==> config.mk <==
export PLATFORM = sky130hd
export DESIGN_NAME = pmp_check
export DESIGN_NICKNAME = d
export VERILOG_FILES = /design/src/verilog/pmp_pkg.sv /design/src/verilog/pmp_check.sv
export SDC_FILE = /design/constraint.sdc
export NUM_CORES = 2
export LEC_CHECK = 0
export CAP_MARGIN = 10
export CORE_AREA = 10 10 460 462
export DETAILED_ROUTE_END_ITERATION = 8
export DIE_AREA = 0 0 470 472
export DONT_BUFFER_PORTS = 1
export MAX_ROUTING_LAYER = met4
export PLACE_DENSITY = 0.35
export RECOVER_POWER = 25
export SKIP_LAST_GASP = 1
export SYNTH_ARGS = -nofsm -noshare
export SYNTH_HDL_FRONTEND = slang
export SYNTH_SLANG_ARGS = --single-unit
==> constraint.sdc <==
create_clock -name clk_i -period 0.8 [get_ports clk_i]
set_input_delay 0.08 -clock clk_i [delete_from_list [all_inputs] [get_ports clk_i]]
set_output_delay 0.08 -clock clk_i [all_outputs]
set_load 0.03 [all_outputs]
==> src/verilog/pmp_pkg.sv <==
package pmp_pkg;

  //////////////////////////////
  // sizes
  //////////////////////////////

  // register width of the core
  localparam int XLEN      = 32;
  // physical address width, rv32 sv32 layout
  localparam int PLEN      = 34;
  // number of pmp entries
  localparam int PMP_CNT   = 16;
  // width of an entry index
  localparam int PMP_IDX_W = 4;
  // one pmpcfg field is a byte
  localparam int CFG_W     = 8;

  //////////////////////////////
  // pmpcfg layout
  //////////////////////////////

  // address matching mode, cfg bits [4:3]
  typedef enum logic [1:0] {
    OFF   = 2'd0,
    TOR   = 2'd1,
    NA4   = 2'd2,
    NAPOT = 2'd3
  } pmp_a_t;

  // one entry config byte, msb first
  typedef struct packed {
    logic       l;
    logic [1:0] reserved;
    pmp_a_t     a;
    logic       x;
    logic       w;
    logic       r;
  } pmpcfg_t;

  //////////////////////////////
  // access encodings
  //////////////////////////////

  // privilege level, 2 is not implemented
  typedef enum logic [1:0] {
    PRV_U = 2'd0,
    PRV_S = 2'd1,
    PRV_M = 2'd3
  } prv_t;

  // transfer size, same coding as the bus interface
  typedef enum logic [2:0] {
    BYTE  = 3'd0,
    HWORD = 3'd1,
    WORD  = 3'd2
  } acc_size_t;

  // csr bank select
  typedef enum logic {
    SEL_CFG  = 1'b0,
    SEL_ADDR = 1'b1
  } csr_sel_t;

  // word address, bits [PLEN-1:2] of a byte address
  typedef logic [PLEN-3:0] pmp_word_t;

endpackage

==> src/verilog/pmp_check.sv <==
`timescale 1ns/1ns

module pmp_check
(
  input  logic                                     clk_i,
  input  logic                                     rst_n_i,
  // access strobe and attributes
  input  logic                                     req_i,
  input  logic [pmp_pkg::PLEN-1:0]                 adr_i,
  input  pmp_pkg::acc_size_t                       size_i,
  input  logic                                     we_i,
  input  logic                                     instr_i,
  input  pmp_pkg::prv_t                            prv_i,
  // entry config and bounds
  input  pmp_pkg::pmpcfg_t   [pmp_pkg::PMP_CNT-1:0] cfg_i,
  input  pmp_pkg::pmp_word_t [pmp_pkg::PMP_CNT-1:0] lb_i,
  input  pmp_pkg::pmp_word_t [pmp_pkg::PMP_CNT-1:0] ub_i,
  // registered result
  output logic                                     chk_valid_o,
  output logic                                     exception_o
);

  import pmp_pkg::*;

  // bytes moved by one transfer
  function automatic logic [2:0] size_bytes(input acc_size_t s);
    case (s)
      BYTE:    return 3'd1;
      HWORD:   return 3'd2;
      // unused codes are taken as a word
      default: return 3'd4;
    endcase
  endfunction

  //////////////////////////////
  // access range
  //////////////////////////////

  logic [PLEN-1:0]      acc_last;
  pmp_word_t            acc_lb;
  pmp_word_t            acc_ub;

  logic [PMP_CNT-1:0]   match_any;
  logic [PMP_CNT-1:0]   match_all;
  logic                 hit;
  logic [PMP_IDX_W-1:0] hit_idx;
  pmpcfg_t              hit_cfg;
  logic                 perm_chk;
  logic                 perm_miss;
  logic                 fault;

  // first and last byte, compared at word granularity
  assign acc_last = adr_i + PLEN'(size_bytes(size_i)) - 1'b1;
  assign acc_lb   = adr_i[PLEN-1:2];
  assign acc_ub   = acc_last[PLEN-1:2];

  for (genvar i = 0; i < PMP_CNT; i++)
  begin : g_match
    // some byte inside, OFF entries never match
    assign match_any[i] = (cfg_i[i].a != OFF) & (acc_lb < ub_i[i]) & (acc_ub >= lb_i[i]);
    // every byte inside
    assign match_all[i] = (acc_lb >= lb_i[i]) & (acc_ub < ub_i[i]);
  end

  //////////////////////////////
  // priority select
  //////////////////////////////

  // scan downwards so the lowest matching entry is kept
  always_comb
  begin
    hit_idx = '0;
    for (int i = PMP_CNT-1; i >= 0; i--)
    begin
      if (match_any[i])
        hit_idx = PMP_IDX_W'(i);
    end
  end

  assign hit     = |match_any;
  assign hit_cfg = cfg_i[hit_idx];

  // permissions count below M, or in M when the entry is locked
  assign perm_chk  = (prv_i != PRV_M) | hit_cfg.l;
  // fetch needs x, otherwise a store needs w and a load needs r
  assign perm_miss = instr_i ? ~hit_cfg.x
                   : we_i    ? ~hit_cfg.w
                   :           ~hit_cfg.r;

  // no match faults below M, partial match always faults
  assign fault = hit ? (~match_all[hit_idx] | (perm_chk & perm_miss))
                     : (prv_i != PRV_M);

  //////////////////////////////
  // result stage
  //////////////////////////////

  always_ff @(posedge clk_i or negedge rst_n_i)
  begin
    if (!rst_n_i)
    begin
      chk_valid_o <= 1'b0;
      exception_o <= 1'b0;
    end
    else
    begin
      // one result per request, exception only with valid
      chk_valid_o <= req_i;
      exception_o <= req_i & fault;
    end
  end

endmodule

==> flow_metrics.env <==
export IMPL_crit_family="compound AO/OA/AOI/OAI gates"
export IMPL_wl_um=337000
export IMPL_area_delta_synth_final_pct=39.1
export IMPL_finalPower_uw=78600
export IMPL_grt_pass1_vias=56000
export IMPL_syn_inst=6234
export IMPL_synthFlopType="dfrtp_1"
export IMPL_antenna_left=0
export IMPL_slew_limit_headroom_pct=18.5
export IMPL_final_max_slew_viol_count=0
export IMPL_die_w_um=470
export IMPL_antenna_found_initial=164
export IMPL_seqPwrFrac_pct=0.3
export IMPL_port_buffers=0
export IMPL_synth_cell_types=102
export IMPL_cts_tree="done"
export IMPL_clk_pin_slew_ns=0.03
export IMPL_cts_root_buffer="clkbuf_16"
export IMPL_ys_top_cells_by_area="ha_1 (53%), inv_1 (8.2%), a21oi_1 (5.2%)"
export IMPL_status="finished with violations"
export IMPL_yosysTopAreaCellShare_pct=52.5
export IMPL_finalWeightedCongestion=0.979
export IMPL_avgViaCountPerCell=5.14
export IMPL_setup_viol=2
export IMPL_grt_pass1_wl_um=454000
export IMPL_final_setup_tns_ns=-6.29
export IMPL_power_density_nw_per_um2=1160
export IMPL_drcViolationCount=0
export IMPL_syn_area_per_cell_um2=7.83
export IMPL_setup_ws_ns=-6.28
export IMPL_rsz0062_at_grt="yes"
export IMPL_hold_viol_final=0
export IMPL_wl_met1_um=148000
export IMPL_crit_type="input port to register"
export IMPL_placementRows=165
export IMPL_drv_cap=0
export IMPL_crit_fanout=7
export IMPL_wl_per_cell_um=31.1
export IMPL_fin_nets=11300
export IMPL_crit_arrival_ns=7.24
export IMPL_fmax_mhz=141
export IMPL_drive_gt1_share_pct=24.5
export IMPL_vias=55600
export IMPL_whs_ns=0.0726
export IMPL_internal_power_uw=36800
export IMPL_critical_path_slowest_cell="or3b_4"
export IMPL_synth_area_um2=48800
export IMPL_fin_crit_ns=7.08
export IMPL_gr_usage_all_layers_pct=29.5
export IMPL_final_common_cell="ha_1"
export IMPL_die_h_um=472
export IMPL_top_layer="met4"
export IMPL_place_hpwl_um=287000
export IMPL_comb_power_share_pct=98.8
export IMPL_dp_slack_ns=-7.43
export IMPL_wl_met2_um=156000
export IMPL_htree_levels=1
export IMPL_clkPwrFrac_pct=1.0
export IMPL_yosysTopAreaCell="ha_1"
export IMPL_switching_share_pct=53.2
export IMPL_cp_required_ns=0.95
export IMPL_grt_max_degree=35
export IMPL_wl_met3_um=18100
export IMPL_synth_edff_count=0
export IMPL_p_switching_uw=41800
export IMPL_crit_top_cell="buf_4"
export IMPL_start_util_pct=24.2
export IMPL_synth_nets=9480
export IMPL_layout_common_cells="ha_1 (2035), buf_4 (1709), inv_1 (1057)"
export IMPL_synthArstFlopShare_pct=100
export IMPL_seq_area_frac_synth_pct=0.103
export IMPL_nFillCells=21600
export IMPL_crit_path_end_kind="register"
export IMPL_hold_path_class="input port to register"
export IMPL_power_leakage_uw=0.0379
export IMPL_worstMarginPinSlew_ns=1.22
export IMPL_boundaryPins=1198
export IMPL_synth_warnings=0
export IMPL_coreArea_um2=202000
export IMPL_drtIter0Drc=3487
export IMPL_grt_remaining_overflow=0
export IMPL_die_area_um2=222000
export IMPL_timing_final_crit_share_pct=886
export IMPL_numCtsBuffers=3
export IMPL_max_stage_delay_ns=0.39
export IMPL_ys_ff_latch=2
export IMPL_drt_pass1_iter_count=5
export IMPL_clock_sinks=2
export IMPL_peakVddDrop_mv=1.20
export IMPL_start_kind="input port"
export IMPL_path_buf_inv=7
export IMPL_clock_path_buffers=2
export IMPL_violations="setup timing"
-- sequential cells by signal, indices dropped and copies added, names as in the netlist --
register	cells
chk_valid_o	1
exception_o	1
-- metal layers --
metal | track usage, % | up-vias
met5 | - | -
met4 | 10.5 | 0
met3 | 4.64 | 356
met2 | 48.8 | 1724
met1 | 36.2 | 26500
li1 | - | 27000
-- cell type report --
cell class | count | area [um2] | area share (%)
tap | 2672 | 3340 | 4.92
multi-input combinational | 5161 | 45900 | 67.6
sequential | 2 | 51.3 | 0.0756
timing repair buffer | 1786 | 14200 | 21.0
inverter | 1061 | 3990 | 5.87
antenna | 129 | 323 | 0.476
clock buffer | 3 | 75.1 | 0.111
-- cell usage after synthesis, types with 4 or more instances --
| cell | instances |
|---|---|
| nor3b_1 | 10 |
| nand3_1 | 94 |
| or3_1 | 10 |
| nor2b_1 | 141 |
| o211ai_1 | 55 |
| nor3_1 | 64 |
| and3_1 | 24 |
| a21boi_0 | 20 |
| o31a_1 | 9 |
| or4_1 | 14 |
| a221o_1 | 10 |
| nand2_1 | 209 |
| a41oi_1 | 9 |
| and2_1 | 6 |
| xnor2_1 | 20 |
| o21ai_1 | 14 |
| a211oi_1 | 117 |
| o21ai_0 | 402 |
| o22ai_1 | 5 |
| o211a_1 | 5 |
| nor4_1 | 22 |
| nand4_1 | 237 |
| a21oi_1 | 506 |
| o21bai_1 | 17 |
| a31oi_1 | 42 |
| inv_1 | 1061 |
| mux2i_1 | 25 |
| o21a_1 | 95 |
| nor2_1 | 222 |
| a211o_1 | 25 |
| a221oi_1 | 19 |
| a31o_2 | 5 |
| and4_1 | 28 |
| o221ai_1 | 6 |
| a2111oi_0 | 42 |
| o2111ai_1 | 43 |
| nand2b_1 | 127 |
| a2111o_1 | 7 |
| xor2_1 | 9 |
| o31ai_1 | 17 |
| ha_1 | 2049 |
| a21o_1 | 291 |
| o311ai_0 | 4 |
| mux2_2 | 5 |
-- power by group through the flow --
stage | Clock [uW] | Combinational (uW) | Sequential (uW)
after global placement | 0 | 74200 | 207
after global routing | 766 | 85500 | 208
after floorplan | 0 | 36300 | 195
final | 749 | 77700 | 205
after detailed placement | 0 | 74800 | 206
after CTS | 754 | 76600 | 205
-- through the flow --
stage,std cells,util [%],instance area (um2)
2_1_floorplan,6234,-,49100
3_3_place_gp,10700,33.0,66500
3_5_place_dp,10700,33.0,66500
4_1_cts,10700,33.3,67300
5_1_grt,10800,33.6,67900
6_report,10800,33.6,67900
-- final timing paths --
check                               to       from  slack (ns)  depth (start not counted)
min in group asynchronous  exception_o    rst_n_i        0.11                          1
worst min-delay path       exception_o      req_i        0.07                          1
max in group asynchronous  chk_valid_o    rst_n_i        0.55                          1
worst max-delay path       exception_o  size_i[2]       -6.28                         43
-- kinds of logic (layout without fill, tap and decap cells) --
logic type | Yosys count | count (layout) | share of synthesized area [%]
adder cells (fa/ha/maj) | 2050 | 2050 | 52.6
AO/OA/AOI/OAI | 1810 | 1810 | 23.9
AND/OR/NAND/NOR | 1236 | 1236 | 13.6
buffers and inverters | 1071 | 2850 | 8.39
multiplexers | 36 | 36 | 0.928
XOR/XNOR | 29 | 29 | 0.521
flip-flops | 2 | 2 | 0.103
other | 0 | 129 | 0
-- timing repair --
item / 4_1_cts / 5_1_grt
setup endpoints to repair: 2 / 3
pin swaps: 61 / 51
endpoints found under the hold margin: 3 / 0
gates resized for setup: 78 / 52
hold buffers: 2 / 0
setup buffers: 23 / 5
(Power assumes the default switching activity.)
