**config.mk**
```make
export PLATFORM = sky130hd
export DESIGN_NAME = pmp_csr
export DESIGN_NICKNAME = d
export VERILOG_FILES = /design/src/verilog/pmp_pkg.sv /design/src/verilog/pmp_csr.sv
export SDC_FILE = /design/constraint.sdc
export NUM_CORES = 1
export LEC_CHECK = 0
export ABC_CLOCK_PERIOD_IN_PS = 2900
export BUFFER_PORTS_ARGS = -buffer_cell sky130_fd_sc_hd__buf_2
export CORE_MARGIN = 2
export CORE_UTILIZATION = 33
export DETAILED_ROUTE_END_ITERATION = 10
export GPL_TIMING_DRIVEN = 0
export PLACE_DENSITY = 0.57
export SLEW_MARGIN = 40
export SYNTH_ARGS = -nofsm -noshare
export SYNTH_HDL_FRONTEND = slang
export SYNTH_SLANG_ARGS = --single-unit
```
**constraint.sdc**
```tcl
create_clock -name clk_i -period 2.9 [get_ports clk_i]
set_input_delay 0.145 -clock clk_i [delete_from_list [all_inputs] [get_ports clk_i]]
set_output_delay 0.145 -clock clk_i [all_outputs]
set_load 0.005 [all_outputs]
```
**src/verilog/pmp_pkg.sv**
```systemverilog
package pmp_pkg;

  //////////////////////////////
  // sizes
  //////////////////////////////

  // register width of the core
  localparam int XLEN      = 32;
  // physical address width, rv32 sv32 layout
  localparam int PLEN      = 34;
  // number of pmp entries
  localparam int PMP_CNT   = 16;
  // width of an entry index
  localparam int PMP_IDX_W = 4;
  // one pmpcfg field is a byte
  localparam int CFG_W     = 8;

  //////////////////////////////
  // pmpcfg layout
  //////////////////////////////

  // address matching mode, cfg bits [4:3]
  typedef enum logic [1:0] {
    OFF   = 2'd0,
    TOR   = 2'd1,
    NA4   = 2'd2,
    NAPOT = 2'd3
  } pmp_a_t;

  // one entry config byte, msb first
  typedef struct packed {
    logic       l;
    logic [1:0] reserved;
    pmp_a_t     a;
    logic       x;
    logic       w;
    logic       r;
  } pmpcfg_t;

  //////////////////////////////
  // access encodings
  //////////////////////////////

  // privilege level, 2 is not implemented
  typedef enum logic [1:0] {
    PRV_U = 2'd0,
    PRV_S = 2'd1,
    PRV_M = 2'd3
  } prv_t;

  // transfer size, same coding as the bus interface
  typedef enum logic [2:0] {
    BYTE  = 3'd0,
    HWORD = 3'd1,
    WORD  = 3'd2
  } acc_size_t;

  // csr bank select
  typedef enum logic {
    SEL_CFG  = 1'b0,
    SEL_ADDR = 1'b1
  } csr_sel_t;

  // word address, bits [PLEN-1:2] of a byte address
  typedef logic [PLEN-3:0] pmp_word_t;

endpackage

```
**src/verilog/pmp_csr.sv**
```systemverilog
`timescale 1ns/1ns

module pmp_csr
(
  input  logic                                            clk_i,
  input  logic                                            rst_n_i,
  // write strobe and target
  input  logic                                            csr_we_i,
  input  pmp_pkg::csr_sel_t                               csr_sel_i,
  input  logic [pmp_pkg::PMP_IDX_W-1:0]                   csr_idx_i,
  input  logic [pmp_pkg::XLEN-1:0]                        csr_wdata_i,
  // read data of the same target
  output logic [pmp_pkg::XLEN-1:0]                        csr_rdata_o,
  // full register state
  output pmp_pkg::pmpcfg_t [pmp_pkg::PMP_CNT-1:0]         cfg_o,
  output logic [pmp_pkg::PMP_CNT-1:0][pmp_pkg::XLEN-1:0]  addr_o
);

  import pmp_pkg::*;

  //////////////////////////////
  // register state
  //////////////////////////////

  pmpcfg_t [PMP_CNT-1:0]           cfg_q;
  logic    [PMP_CNT-1:0][XLEN-1:0] addr_q;

  // one-hot decode of the written entry
  logic [PMP_CNT-1:0] idx_hit;
  // pmpaddr of this entry is write protected
  logic [PMP_CNT-1:0] addr_lock;
  // qualified per entry write enables
  logic [PMP_CNT-1:0] cfg_we;
  logic [PMP_CNT-1:0] addr_we;

  assign idx_hit = PMP_CNT'(1) << csr_idx_i;

  //////////////////////////////
  // lock rules
  //////////////////////////////

  for (genvar i = 0; i < PMP_CNT; i++)
  begin : g_lock
    if (i == PMP_CNT-1)
    begin : g_last
      // no entry above the last one
      assign addr_lock[i] = cfg_q[i].l;
    end
    else
    begin : g_mid
      // a locked TOR entry also freezes the base address below it
      assign addr_lock[i] = cfg_q[i].l | (cfg_q[i+1].l & (cfg_q[i+1].a == TOR));
    end

    // cfg byte only depends on its own lock bit
    assign cfg_we[i]  = csr_we_i & (csr_sel_i == SEL_CFG) & idx_hit[i] & ~cfg_q[i].l;
    assign addr_we[i] = csr_we_i & (csr_sel_i == SEL_ADDR) & idx_hit[i] & ~addr_lock[i];
  end

  //////////////////////////////
  // register banks
  //////////////////////////////

  always_ff @(posedge clk_i or negedge rst_n_i)
  begin
    if (!rst_n_i)
    begin
      // all entries OFF and unlocked
      cfg_q  <= '0;
      addr_q <= '0;
    end
    else
    begin
      for (int i = 0; i < PMP_CNT; i++)
      begin
        // low byte of the write data is the cfg field
        if (cfg_we[i])
          cfg_q[i] <= pmpcfg_t'(csr_wdata_i[CFG_W-1:0]);
        if (addr_we[i])
          addr_q[i] <= csr_wdata_i;
      end
    end
  end

  //////////////////////////////
  // read port
  //////////////////////////////

  // always shows the selected register, cfg zero extended
  always_comb
  begin
    if (csr_sel_i == SEL_CFG)
      csr_rdata_o = XLEN'(cfg_q[csr_idx_i]);
    else
      csr_rdata_o = addr_q[csr_idx_i];
  end

  // state towards bounds and checker
  assign cfg_o  = cfg_q;
  assign addr_o = addr_q;

endmodule

```
==> results list <==
- TritonCTS built the clock tree.
- First-pass GRT wire length: 194 mm
- Worst skew pair latency: 0.64 ns
- The critical path is of the input pin to output port type.
- Cell leakage power: 0.0193 uW
* HPWL after DPL: 105 mm
- In this run the number of H-tree levels came out at 3.
* Largest driver fanout on the critical path: 10
- Number of top-level pins: 712
- Overflow left after global routing: 0
- Cell with the most instances on the worst path: sky130_fd_sc_hd__buf_2
- Smallest hold slack: 0.0547 ns
* Met3 layer wire length in the routed design: 10.8 mm
* Antenna-violating nets left: 0
- The die is 307 um wide.
* Die ar.: 0.0944 mm2
* Top cell type by total area after synthesis: sky130_fd_sc_hd__dfrtp_1
* Sequential fraction of the synthesis area: 52.8%
- Max_cap viols: 0
- During synthesis, Yosys emitted a total of 0 warnings.
- # DRC: 0
* Pin count of the biggest net entering global routing: 104
- After detailed routing, the average wire length per cell comes to 35.7 um.
- Wire length after detailed routing: 142 mm
- For this block, wires on met1 add up to 55.6 mm.
* Async set or reset register ratio after synthesis: 100%
* Area growth from synthesis to layout: 26.4%
- In the final layout, the multi-input gates occupy 0.0132 mm2.
- Routability-driven placement finished with a final weighted congestion of 0.899.
- Total CTS buffers: 76
* Worst path arrival time: 2.67 ns
* Drt first-iter violations: 1,561
- Setup repair after global routing left no endpoint under its margin.
* Nature of the critical path startpoint: input pin
- EDFF count, synth: 0
- Count of endpoints failing hold in the final timing report: 0
- Worst Setup Slack post-DPL: -0.166 ns
* Biggest area contributors in the synthesized netlist: sky130_fd_sc_hd__dfrtp_1, sky130_fd_sc_hd__mux2_2, sky130_fd_sc_hd__mux4_2, sky130_fd_sc_hd__mux2_4, sky130_fd_sc_hd__mux2_1
- Average via count per standard cell: 5.51
- Min Tclk post-route: 2.82 ns
- Crit path largest cell delay: 0.51 ns
- Number of standard cells in the layout, taps in and fillers out: 3,970
- Synthesis inferred 640 register bits.
- # placed instances: 3,806
- The min-delay analysis places its worst path in the category input pin to flop.
- Switching share of power: 30.8%
* Die Span Y: 307 um
* # nets final: 2,775
- 0 antenna diodes ended up in the layout.
- At the pin with the least slew margin, the transition time is 0.897 ns.
- Traced cell by cell, the critical path runs through buf_2 > buf_4 > buf_4 > buf_2 > o221ai_1 > a222oi_1 > buf_2.
* Pre-antenna DRT Iters: 7
- The flow ran to the end, and the final reports show no timing, DRC or antenna violations.
- Headroom to the max-slew limit came out at 40.2%.
- Synth unique cells: 52
- The tree is rooted in a sky130_fd_sc_hd__clkbuf_16.
* Combinational share of power: 23.5%
* Slowest CP cell: sky130_fd_sc_hd__a222oi_1
- Mapped Avg Cell Area: 15.9 um2
* Switching Power: 8640 uW
- The number of max-slew violations in the final report came to 0.
* Initial antenna violation count: 4
- The core region is 0.0914 mm2.
- IR analysis of the VDD net gives a maximum drop of 403 uV.
- Mapped cell area: 0.0304 mm2
- The via count of the first global-routing pass is 23,000.
- Ratio of total power to cell area: 732 mW/mm2
* Critical Path RT: 2.76 ns
- Design internal power: 19,400 uW
- Count of filler cells inserted in the layout: 8,577
- Metal2 WL: 69.8 mm
- Port buffering added 707 buffers.
- The clock arrives with 0.0178 ns of skew.
- Clock Sink Count: 640
- For this configuration, the core starts out at a cell density of 33.2%.
- For this run, the top clock speed supported by timing is 0.355 GHz.
- The detailed router placed 21,900 vias in this run.
* Final Core Density: 42.0%
- Net count of the mapped netlist: 1,947
- Register clock-pin slew on the reported worst setup and hold paths: 0.06 ns
- Setup ws final: 0.0802 ns
- The clock passes through at most 3 buffers.
* Global-route usage over all layers: 29.6%
- Most common flop cell mapped by yosys: sky130_fd_sc_hd__dfrtp_1
- Row generation in the floorplan step produced 111 rows.
* Highest routed layer: met5
* Layout cells sized above 1: 58.6%
- Final setup violating endpoints: 0
- Summed over its instances, the top area cell type makes up 52.8% of the synthesized netlist area.
* # Post-CTS Setup Buffers: 0
* Period Utilization, post-route: 97.2%
* Share of total power in sequential cells: 43.0%
* Area taken by flip-flops and latches: 0.0160 mm2
* Part of the power in the clock network: 33.5%
- Counting every instance in the synthesized netlist gives 1,907.
* Crit. End Element: output port
## registers in the layout (all words and copies together), names as in the netlist
register  count
cfg_o       128
addr_o      512
## worst max-delay path, delay by kind of cell
family          cells  cell delay (ns)
compound gates      2             0.76
buf+inv             5             1.74
## Yosys cell counts, types with 7 or more instances
master	count
sky130_fd_sc_hd__a211oi_1	7
sky130_fd_sc_hd__nand3b_1	12
sky130_fd_sc_hd__buf_4	25
sky130_fd_sc_hd__mux2_4	90
sky130_fd_sc_hd__o211ai_1	11
sky130_fd_sc_hd__and2_1	9
sky130_fd_sc_hd__nor2_1	9
sky130_fd_sc_hd__mux4_1	20
sky130_fd_sc_hd__dfrtp_1	640
sky130_fd_sc_hd__nand3_2	12
sky130_fd_sc_hd__clkbuf_1	53
sky130_fd_sc_hd__mux4_2	116
sky130_fd_sc_hd__a311oi_1	7
sky130_fd_sc_hd__nor2_2	7
sky130_fd_sc_hd__mux2i_1	95
sky130_fd_sc_hd__o21bai_1	13
sky130_fd_sc_hd__inv_1	9
sky130_fd_sc_hd__mux2_2	437
sky130_fd_sc_hd__o22ai_1	23
sky130_fd_sc_hd__mux2_1	106
sky130_fd_sc_hd__o21ai_0	34
sky130_fd_sc_hd__nand2_2	10
sky130_fd_sc_hd__buf_6	35
sky130_fd_sc_hd__buf_2	39
sky130_fd_sc_hd__nand2_1	28
## path summary, 6_finish.rpt
path / cells after the start / startpoint / endpoint / slack (ns)
worst max-delay path: 7 / csr_idx_i[2] / csr_rdata_o[0] / 0.08
worst min-delay path: 4 / csr_idx_i[0] / cfg_o[15] / 0.05
worst max register to register: 3 / cfg_o[127] / addr_o[504] / 0.78
worst min register to register: 1 / addr_o[4] / addr_o[4] / 0.51
max in group asynchronous: 6 / rst_n_i / cfg_o[70] / 0.70
min in group asynchronous: 3 / rst_n_i / addr_o[428] / 0.48
## power groups by stage
stage / logic (uW) / clock network (uW) / registers [uW]
after floorplan: 2910 / 0 / 11900
after global placement: 6520 / 0 / 12100
after detailed placement: 6620 / 0 / 12200
after CTS: 6690 / 9600 / 12000
after global routing: 7020 / 9930 / 12200
final: 6610 / 9410 / 12100
## cell families after synthesis
| logic type | share of synthesized area [%] |
|---|---|
| AND/OR/NAND/NOR | 2.80 |
| multiplexers | 38.1 |
| buffers and inverters | 3.67 |
| flip-flops | 52.8 |
| AO/OA/AOI/OAI | 2.71 |
## layer usage
metal,global-route usage (%),vias to the layer above
met2,50.5,1012
met3,8.09,240
met1,35.7,11800
met4,11.2,2
met5,0,-
li1,-,8839
## placed cells by master (no fill, tap or decap), types with 5 or more instances in the layout
cell	Yosys	final
sky130_fd_sc_hd__a211oi_1	7	7
sky130_fd_sc_hd__a221oi_1	5	5
sky130_fd_sc_hd__a311oi_1	7	7
sky130_fd_sc_hd__and2_1	9	9
sky130_fd_sc_hd__buf_16	0	7
sky130_fd_sc_hd__buf_2	39	746
sky130_fd_sc_hd__buf_4	25	25
sky130_fd_sc_hd__buf_6	35	35
sky130_fd_sc_hd__clkbuf_1	53	63
sky130_fd_sc_hd__clkbuf_16	0	79
sky130_fd_sc_hd__clkbuf_2	0	6
sky130_fd_sc_hd__clkbuf_8	0	14
sky130_fd_sc_hd__clkinv_2	0	9
sky130_fd_sc_hd__dfrtp_1	640	640
sky130_fd_sc_hd__dlygate4sd3_1	0	36
sky130_fd_sc_hd__inv_1	9	9
sky130_fd_sc_hd__mux2_1	106	106
sky130_fd_sc_hd__mux2_2	437	437
sky130_fd_sc_hd__mux2_4	90	90
sky130_fd_sc_hd__mux2i_1	95	95
sky130_fd_sc_hd__mux4_1	20	20
sky130_fd_sc_hd__mux4_2	116	116
sky130_fd_sc_hd__nand2_1	28	27
sky130_fd_sc_hd__nand2_2	10	11
sky130_fd_sc_hd__nand2b_1	5	5
sky130_fd_sc_hd__nand3_2	12	12
sky130_fd_sc_hd__nand3b_1	12	12
sky130_fd_sc_hd__nor2_1	9	9
sky130_fd_sc_hd__nor2_2	7	7
sky130_fd_sc_hd__nor2_4	5	5
sky130_fd_sc_hd__nor4_4	5	5
sky130_fd_sc_hd__o211ai_1	11	11
sky130_fd_sc_hd__o21ai_0	34	34
sky130_fd_sc_hd__o21bai_1	13	13
sky130_fd_sc_hd__o22ai_1	23	23
## cell type report
type / count / area share [%]
buffer: 161 / 2.83
clock buffer: 109 / 5.81
clock inverter: 18 / 0.470
inverter: 10 / 0.0978
multi-input combinational: 1096 / 34.5
sequential: 640 / 41.7
tap: 1186 / 3.87
timing repair buffer: 750 / 10.7
## per-stage QoR
step	total power, uW	area [um2]	setup TNS [ns]
floorplan	14800	30400	0
finish	28100	38400	0
global route	29200	38400	0
detailed placement	18800	35600	-0.633
CTS	28300	38400	0
global placement	18600	35400	-7411.23
## repair_timing
action	in CTS	in global routing
endpoints found under the setup margin	6	1
gates resized for setup	1	2
endpoints found under the hold margin	518	0
hold buffers	37	0
(Power assumes the default switching activity.)
